===== src/rtl/matinv_pkg.sv =====
package matinv_pkg;

    // --------------------
    // widths and sizes
    // --------------------
    localparam int DATA_W = 32;             // signed q16.16
    localparam int FRAC_W = 16;
    localparam int N_BLK  = 3;              // independent 2x2 blocks
    localparam int MAT_N  = 2 * N_BLK;
    localparam int PROD_W = 2 * DATA_W;     // full product width

    // divider runs one step per numerator bit after the shift
    localparam int DIV_ITERS = DATA_W + FRAC_W;
    localparam int NUM_W     = DIV_ITERS;
    localparam int ITER_W    = $clog2(DIV_ITERS);

    // --------------------
    // latency
    // --------------------
    localparam int DET_LAT     = 2;
    localparam int DET_CNT_W   = $clog2(DET_LAT);
    // capture + det + load + divide + assemble
    localparam int INV_LATENCY = DET_LAT + DIV_ITERS + 3;

    typedef logic signed [DATA_W-1:0] fix_t;

    typedef struct packed {
        fix_t a;        // entry (k,k)
        fix_t d;        // entry (k+3,k+3)
        fix_t x;        // cross term
    } blk_t;

    typedef blk_t [N_BLK-1:0] blk_arr_t;

    typedef struct packed {
        fix_t inv_aa;   // d/det
        fix_t inv_dd;   // a/det
        fix_t inv_x;    // -x/det
        logic singular;
    } blk_inv_t;

    typedef blk_inv_t [N_BLK-1:0] blk_inv_arr_t;

    typedef fix_t [MAT_N-1:0][MAT_N-1:0] mat_t;

    typedef enum logic [1:0] {
        IDLE,
        DET,
        DIV,
        HOLD
    } inv_state_t;

endpackage

===== src/rtl/matinv_capture.sv =====
`timescale 1ns/1ps

module matinv_capture
    import matinv_pkg::*;
(
    input  logic     clk,
    input  logic     rst_n,
    input  logic     start,
    input  blk_arr_t blocks,
    input  logic     done,
    output logic     ready,
    output logic     go,
    output blk_arr_t blk_q
);

    logic busy;
    logic accept;

    // start only counts while idle
    assign accept = start & ~busy;
    assign ready  = ~busy;

    always_ff @(posedge clk) begin
        if (!rst_n) begin
            busy <= 1'b0;
            go   <= 1'b0;
        end else begin
            go <= accept;               // one pulse per accepted start
            if (accept) begin
                busy <= 1'b1;
            end else if (done) begin
                busy <= 1'b0;           // ready again next cycle
            end
        end
    end

    // operands held for the whole run
    always_ff @(posedge clk) begin
        if (accept) begin
            blk_q <= blocks;
        end
    end

endmodule


===== config.mk =====
export PLATFORM = sky130hd
export DESIGN_NAME = matinv_capture
export DESIGN_NICKNAME = d
export VERILOG_FILES = /design/src/rtl/matinv_pkg.sv /design/src/rtl/matinv_capture.sv
export SDC_FILE = /design/constraint.sdc
export NUM_CORES = 1
export LEC_CHECK = 0
export CAP_MARGIN = 40
export CELL_PAD_IN_SITES_DETAIL_PLACEMENT = 1
export CELL_PAD_IN_SITES_GLOBAL_PLACEMENT = 2
export CORE_AREA = 2 2 229 231
export CTS_CLUSTER_SIZE = 10
export DETAILED_ROUTE_END_ITERATION = 10
export DIE_AREA = 0 0 231 233
export DONT_BUFFER_PORTS = 1
export PLACE_DENSITY_LB_ADDON = 0.1
export SLEW_MARGIN = 10
export SYNTH_ARGS = -nofsm -noshare
export SYNTH_HDL_FRONTEND = slang
export SYNTH_SLANG_ARGS = --single-unit
export TNS_END_PERCENT = 50

===== constraint.sdc =====
create_clock -name clk -period 19.34 [get_ports clk]
set_clock_uncertainty 0.1 [all_clocks]
set_input_delay 4.835 -clock clk [delete_from_list [all_inputs] [get_ports clk]]
set_output_delay 4.835 -clock clk [all_outputs]
set_load 0.03 [all_outputs]

==> impl_metrics.env <==
export IMPL_status="finished, final reports clean"
export IMPL_grt_total_usage_pct=8.79
export IMPL_drtAntennaViolNets=0
export IMPL_max_freq_ghz=0.147
export IMPL_synth_area_sq_um=8720
export IMPL_worstSetupPathType="in2reg"
export IMPL_finalWirelength_mm=25.4
export IMPL_final_util_pct=20.9
export IMPL_syn_to_final_growth_pct=22.4
export IMPL_end_kind="flip-flop"
export IMPL_ys_seq_elements=290
export IMPL_synthCells=295
export IMPL_worst_slack_ps=12520
export IMPL_fin_setup_tns_ps=0
export IMPL_hold_class="reg2reg"
export IMPL_preCtsSetupSlack_ps=11650
export IMPL_max_cap_viol_count=0
export IMPL_final_hold_viol_count=0
export IMPL_rsz0062_at_grt="false"
export IMPL_synth_warnings=0
export IMPL_clk_path_buf_depth=3
export IMPL_row_count=83
export IMPL_wl_per_cell_microns=24.5
export IMPL_dr_pass1_iters=4
export IMPL_synth_fa_ha_area_share_pct=0
export IMPL_yosysSeqAreaShare_pct=99.6
export IMPL_ir_worst_vdd_v=0.0000486
export IMPL_cts_tree="built"
export IMPL_multi_input_area_sq_um=33.8
export IMPL_synthesis_nets=587
export IMPL_ys_types=7
export IMPL_synthMuxAreaShare_pct=0
export IMPL_grt_first_pass_wirelength_mm=32.3
export IMPL_synth_top_family_by_area="simple AND/OR/NAND/NOR gates"
export IMPL_grt_pass1_vias=3589
export IMPL_synth_xor_area_share_pct=0
export IMPL_cts_hold_buf=0
export IMPL_ios=582
export IMPL_grt_overflow=0
export IMPL_dieHeight_microns=233
export IMPL_cts_buffers=36
export IMPL_leakage_nw=3.33
export IMPL_drc=0
export IMPL_core_area_sq_um=51100
export IMPL_ff_latch_area_sq_um=8690
export IMPL_placed_area_sq_um=9610
export IMPL_final_area_sq_um=10700
export IMPL_crit_required_ps=19410
export IMPL_timing_final_crit_share_pct=35.2
export IMPL_initial_core_util_pct=17.1
export IMPL_crit_fanout=67
export IMPL_cpMostUsedCell="buf_4"
export IMPL_h_tree_depth=2
export IMPL_clock_sinks=290
export IMPL_fin_nets=631
export IMPL_drt_iter0_drc=204
export IMPL_die_area_sq_um=53800
export IMPL_reg2reg_slack_ps=16490
export IMPL_io_buffers=0
export IMPL_drive_gt1_share_pct=13.6
export IMPL_power_density_nw_per_um2=136
export IMPL_relSlewSlack_pct=42.1
export IMPL_fillers=5373
export IMPL_slowest_delay_ps=760
export IMPL_maxSlewViolCount=0
export IMPL_root_buffer="clkbuf_16"
export IMPL_crit_chain="nor2b_4 -> buf_4 -> buf_4 -> buf_16"
export IMPL_grt_antenna_before_repair=3
export IMPL_crit_arrival_ps=6890
export IMPL_fin_crit_ps=6820
export IMPL_cts_resized_gates=0
export IMPL_clkLatencyLatePin_ps=510
export IMPL_grt_max_degree=68
export IMPL_synth_compound_area_share_pct=0.115
export IMPL_vias=3218
export IMPL_die_w_microns=231
export IMPL_finalWeightedCongestion=0.727
export IMPL_cp_slowest_cell="buf_4"
export IMPL_cts_setup_buffers=0
export IMPL_clk_pin_slew_worst_paths_ps=50
export IMPL_yosys_area_share_simple_pct=0.215
export IMPL_worst_pin_slew_ps=868
export IMPL_via_per_inst=3.11
export IMPL_worstSetupStartpointType="input port"
export IMPL_setup_viol=0
export IMPL_synth_avg_cell_area_sq_um=29.6
[path summary, 6_finish.rpt]
| path | startpoint | to | depth (start not counted) |
|---|---|---|---|
| worst max-delay path | start | blk_q[209]$_DFFE_PP_ | 4 |
| worst min register to register | busy$_SDFFE_PN0P_ | busy$_SDFFE_PN0P_ | 2 |
| worst min-delay path | busy$_SDFFE_PN0P_ | busy$_SDFFE_PN0P_ | 2 |
| worst max register to register | busy$_SDFFE_PN0P_ | blk_q[209]$_DFFE_PP_ | 4 |
[through the flow]
step	hold WS (ps)	cells	power, mW
final	474	1034	1.45
after detailed placement	470	979	0.869
after CTS	480	1030	1.48
after floorplan	415	295	0.858
after global placement	474	979	0.870
after global routing	524	1032	1.50
[sequential cells by signal, indices dropped and copies added (netlist names)]
name   cells
go         1
blk_q    288
busy       1
[critical path, delay by kind of cell]
kind                   cells  cell delay, ps
buffers and inverters      3            1310
AND/OR/NAND/NOR            1             600
[cells in the final DEF, fill, tap and decap left out, drive strengths merged]
master    Yosys  layout
and2          1       1
buf           0       6
clkbuf        0      47
clkinv        0       3
clkinvlp      0       1
dfxtp         2       2
diode         0       2
edfxtp      288     288
inv           1       1
nand2         1       1
nor2b         1       1
o211a         1       1
[synth_stat cells]
cell	n	share of area [%]
edfxtp_1	288	99
dfxtp_1	2	0.46
and2_1	1	0.072
inv_1	1	0.043
nand2_1	1	0.043
nor2b_2	1	0.10
o211a_1	1	0.11
[where the power goes]
group,total (mW),internal [mW],leakage [nW],switching [mW]
logic,0.0209,0.00289,0.0688,0.0180
registers,0.835,0.743,2.77,0.0923
clock network,0.591,0.351,0.487,0.240
[area by class of cell]
class	count	share of cell area [%]
Clock buffer	47	9.22
Antenna cell	2	0.0469
Multi-Input combinational cell	4	0.317
Timing Repair Buffer	6	0.797
Clock inverter	4	0.188
Inverter	1	0.0352
Sequential cell	290	81.4
Tap cell	680	7.97
[cell families (layout without fill, tap and decap cells)]
group | after synthesis | in the layout
AOI/OAI and AO/OA | 1 | 1
DFF | 290 | 290
buffers and inverters | 1 | 58
and+or+nand+nor | 3 | 3
other | 0 | 2
[routing by layer]
layer / global-route usage, % / share of wire, % / vias to the layer above / wire length (microns)
li1: - / - / 1289 / -
met1: 7.63 / 29 / 1572 / 7430
met2: 16.0 / 55 / 304 / 14000
met3: 5.44 / 12 / 51 / 3060
met4: 3.87 / 3.2 / 2 / 817
met5: 0 / 0.051 / - / 13
Power figures use the tool's default switching activity.
