===== config.mk =====
export PLATFORM = sky130hd
export DESIGN_NAME = matinv_assemble
export DESIGN_NICKNAME = d
export VERILOG_FILES = /design/src/rtl/matinv_pkg.sv /design/src/rtl/matinv_assemble.sv
export SDC_FILE = /design/constraint.sdc
export NUM_CORES = 1
export LEC_CHECK = 0
export BUFFER_PORTS_ARGS = -buffer_cell sky130_fd_sc_hd__buf_2
export CORE_AREA = 2 2 572 574
export DETAILED_ROUTE_END_ITERATION = 8
export DIE_AREA = 0 0 574 576
export PLACE_DENSITY_LB_ADDON = 0.3
export SLEW_MARGIN = 20
export SYNTH_ARGS = -nofsm -noshare
export SYNTH_HDL_FRONTEND = slang
export SYNTH_SLANG_ARGS = --single-unit

===== constraint.sdc =====
create_clock -name clk -period 2.2 [get_ports clk]
set_input_delay 0.11 -clock clk [delete_from_list [all_inputs] [get_ports clk]]
set_output_delay 0.11 -clock clk [all_outputs]
set_load 0.05 [all_outputs]

===== src/rtl/matinv_pkg.sv =====
package matinv_pkg;

    // --------------------
    // widths and sizes
    // --------------------
    localparam int DATA_W = 32;             // signed q16.16
    localparam int FRAC_W = 16;
    localparam int N_BLK  = 3;              // independent 2x2 blocks
    localparam int MAT_N  = 2 * N_BLK;
    localparam int PROD_W = 2 * DATA_W;     // full product width

    // divider runs one step per numerator bit after the shift
    localparam int DIV_ITERS = DATA_W + FRAC_W;
    localparam int NUM_W     = DIV_ITERS;
    localparam int ITER_W    = $clog2(DIV_ITERS);

    // --------------------
    // latency
    // --------------------
    localparam int DET_LAT     = 2;
    localparam int DET_CNT_W   = $clog2(DET_LAT);
    // capture + det + load + divide + assemble
    localparam int INV_LATENCY = DET_LAT + DIV_ITERS + 3;

    typedef logic signed [DATA_W-1:0] fix_t;

    typedef struct packed {
        fix_t a;        // entry (k,k)
        fix_t d;        // entry (k+3,k+3)
        fix_t x;        // cross term
    } blk_t;

    typedef blk_t [N_BLK-1:0] blk_arr_t;

    typedef struct packed {
        fix_t inv_aa;   // d/det
        fix_t inv_dd;   // a/det
        fix_t inv_x;    // -x/det
        logic singular;
    } blk_inv_t;

    typedef blk_inv_t [N_BLK-1:0] blk_inv_arr_t;

    typedef fix_t [MAT_N-1:0][MAT_N-1:0] mat_t;

    typedef enum logic [1:0] {
        IDLE,
        DET,
        DIV,
        HOLD
    } inv_state_t;

endpackage

===== src/rtl/matinv_assemble.sv =====
`timescale 1ns/1ps

module matinv_assemble
    import matinv_pkg::*;
(
    input  logic             clk,
    input  logic             rst_n,
    input  blk_inv_arr_t     blk_res,
    input  logic [N_BLK-1:0] blk_done,
    output mat_t             inv_matrix,
    output logic [N_BLK-1:0] singular,
    output logic             done
);

    mat_t             mat_next;
    logic [N_BLK-1:0] sing_next;
    logic             all_done;

    assign all_done = &blk_done;

    // --------------------
    // block placement
    // --------------------
    always_comb begin
        mat_next = '0;                  // everything off the blocks is zero
        for (int k = 0; k < N_BLK; k++) begin
            mat_next[k][k]                 = blk_res[k].inv_aa;
            mat_next[k][k + N_BLK]         = blk_res[k].inv_x;
            mat_next[k + N_BLK][k]         = blk_res[k].inv_x;   // symmetric pair
            mat_next[k + N_BLK][k + N_BLK] = blk_res[k].inv_dd;
            sing_next[k]                   = blk_res[k].singular;
        end
    end

    always_ff @(posedge clk) begin
        if (!rst_n) begin
            inv_matrix <= '0;
            singular   <= '0;
            done       <= 1'b0;
        end else begin
            done <= all_done;           // single-cycle pulse
            if (all_done) begin
                inv_matrix <= mat_next;
                singular   <= sing_next;
            end
        end
    end

endmodule


==> metrics.csv <==
metric;value;unit
run_status;finished clean;
clock_tree.buffer_depth;3;
wl_met3;21.1;mm
post-dp-hpwl;93.5;mm
rsz0062_at_grt;no;
antenna_found_initial;51;
chipHeight;576;microns
fillerInstances;38137;
cp.buffers_inverters;1;
final_layout_size_suffix_gt1_frac;0.256;
cts_repair_resize_count;0;
worstReg2RegEnd;inv_matrix[111]$_SDFFE_PN0P_;
first_global_vias;13671;
top_layer_used_by_detailed_routing;met5;
slowest_stage;sky130_fd_sc_hd__dfxtp_1;
ant_nets;0;
ir_worst_vdd;0.000598;V
worst_hold_startpoint;rst_n;
ys.warnings.count;0;
synth_area;18100;sq um
synthCells;2130;
global_route.usage.total;0.0624;
netlist_top_cells_area;sky130_fd_sc_hd__buf_4 (36%), sky130_fd_sc_hd__dfxtp_1 (32%), sky130_fd_sc_hd__mux2i_1 (16%);
pwr_density_cell;671;nW/um^2
drt_drc_violations_left;0;
std_cell_rows;210;
layout_worst_path_cycle_share;0.773;
grt_first_pass_wirelength;134;mm
htree_num_levels;2;
effective_utilization_at_floorplan;0.0557;
min_path_cells;4;
final.min_clock_period;1.70;ns
worst_ep_required_time;2.09;ns
tritoncts.num_buffers;47;
synth.distinct_cells;11;
drt-met1-wl;34.7;mm
maxCapViolCount;0;
detail_route.vias_per_cell;1.98;
synth_ff_type;sky130_fd_sc_hd__dfxtp_1;
timing.final.setup_violations;0;
synth_seq_area_share;0.322;
timing.critical_path.fanout_max;2;
clkSlewWorstSetupHoldPaths;0.06;ns
yosys.cell_count.top_type;sky130_fd_sc_hd__buf_4;
synth-async-reset-ratio;0;
floorplan.die.width;574;microns
setup_total_negative_slack;0;ns
gp_congestion;0.743;
met2_wirelength;49.1;mm
finalMaxSlewViolations;0;
reg2reg_setup_slack;0.96;ns
worst_slack;0.499;ns
placement.setup.worst_slack;0.742;ns
numClockSinks;292;
yosys-top-cells-count;sky130_fd_sc_hd__buf_4 (867), sky130_fd_sc_hd__nand2_1 (582), sky130_fd_sc_hd__dfxtp_1 (292);
hold_path_class;primary input to flop;
synthesis.area_per_instance;8.51;sq um
netlist.top_cell.by_area;sky130_fd_sc_hd__buf_4;
top_level_ports;1452;
drt_wl_total;109;mm
synthDominantCellAreaShare;0.359;
max_slew.worst_pin.slew;0.580;ns
endpoint_kind;primary output;
ys_seq_elements;292;
timing.critical_path.arrival;1.59;ns
wl_per_cell;14.4;microns
worst_skew_pair.late_latency;0.68;ns
global_route.overflow_total;0;
design.final.nets;3448;
finalHoldWorstSlack;0.0932;ns
synth_enable_flop_cells;0;
critPathTopFamily;flip-flops;
portBuffers;683;
root_buffer;sky130_fd_sc_hd__clkbuf_16;
worst-path-stages;1;
critical_path.reg2reg.startpoint;inv_matrix[111]$_SDFFE_PN0P_;
grt_max_degree;57;
max_slew_margin;0.616;
leakage;12.9;nW
drt_pass1_iterations;4;
worstHoldEndpoint;inv_matrix[3]$_SDFFE_PN0P_;
worst-setup-path-type;flop to primary output;
tritoncts;built;
drtIter0Drc;358;
crit_chain;buf_2;
finalClockSkew;0;ns
hold_violations;0;
coreArea;325000;sq um
layout-area-overhead-vs-synth;61.6;%
floorplan.die_area;331000;sq um
fmax;588;MHz
worstRegToRegCells;3;
via_count;14958;
kind_of_start_point_of_the_critical_path;flop;
critical-path-max-stage-delay;0.50;ns
==> flip-flops by register name, summed over array words and instances (netlist names) <==
| signal | flops |
|---|---|
| inv_matrix | 288 |
| singular | 3 |
| done | 1 |
==> where the power goes <==
| group | total (mW) | switching (mW) | leakage (nW) | internal [mW] |
|---|---|---|---|---|
| Combinational | 5.94 | 4.83 | 9.74 | 1.11 |
| Clock | 8.12 | 3.40 | 0.799 | 4.72 |
| Sequential | 5.60 | 0.124 | 2.37 | 5.48 |
==> repair_timing <==
item | in CTS | in global routing
hold buffers | 435 | 0
setup buffers | 0 | 0
hold endpoints to repair | 291 | 0
==> how the worst max path moves through the flow <==
stage | start | endpoint
floorplan | inv_matrix[1024]$_SDFFE_PN0P_ | inv_matrix[1024]
global placement | blk_done[2] | inv_matrix[820]$_SDFFE_PN0P_
detailed placement | blk_done[2] | inv_matrix[690]$_SDFFE_PN0P_
CTS | inv_matrix[477]$_SDFFE_PN0P_ | inv_matrix[477]
global route | inv_matrix[477]$_SDFFE_PN0P_ | inv_matrix[477]
finish | inv_matrix[477]$_SDFFE_PN0P_ | inv_matrix[477]
==> layout by cell type (no fill, tap or decap), drive strengths merged <==
cell type / Yosys / layout
and2: 1 / 1
and3: 1 / 1
buf: 927 / 733
bufinv: 0 / 3
clkbuf: 35 / 63
clkinv: 0 / 13
clkinvlp: 0 / 3
conb: 1 / 768
dfxtp: 292 / 292
diode: 0 / 14
dlygate4sd3: 0 / 435
inv: 0 / 5
mux2i: 291 / 291
nand2: 582 / 582
==> routing by layer <==
layer | vias to the layer above | track usage
li1 | 7094 | -
met1 | 6733 | 0.0570
met2 | 981 | 0.100
met3 | 138 | 0.0538
met4 | 12 | 0.0225
met5 | - | 0
==> stage by stage <==
step / std cells / util / power (mW) / cell area [sq um]
final: 7550 / 0.0901 / 19.7 / 29300
after global routing: 7542 / 0.0900 / 20.7 / 29300
after CTS: 7536 / 0.0900 / 20.3 / 29300
after detailed placement: 7014 / 0.0716 / 11.1 / 23300
after global placement: 7014 / 0.0716 / 11.1 / 23300
after floorplan: 2897 / - / 11.1 / 21000
==> cells by family (layout without fill, tap and decap cells) <==
family                 after synthesis  after routing  share of synthesized area
buffers and inverters              962           1255                      0.395
DFF                                292            292                      0.322
muxes                              291            291                      0.161
and+or+nand+nor                    584            584                      0.121
other                                1            782                   0.000207
==> cell type report <==
class	instances	area (sq um)	area share
Timing Repair Buffer	1168	8360	0.285
Multi-Input combinational cell	1643	8000	0.273
Sequential cell	292	5850	0.200
Tap cell	4346	5440	0.186
Clock buffer	63	1360	0.0463
Clock inverter	24	265	0.00905
Antenna cell	14	35.0	0.00120
(Power assumes the default switching activity.)
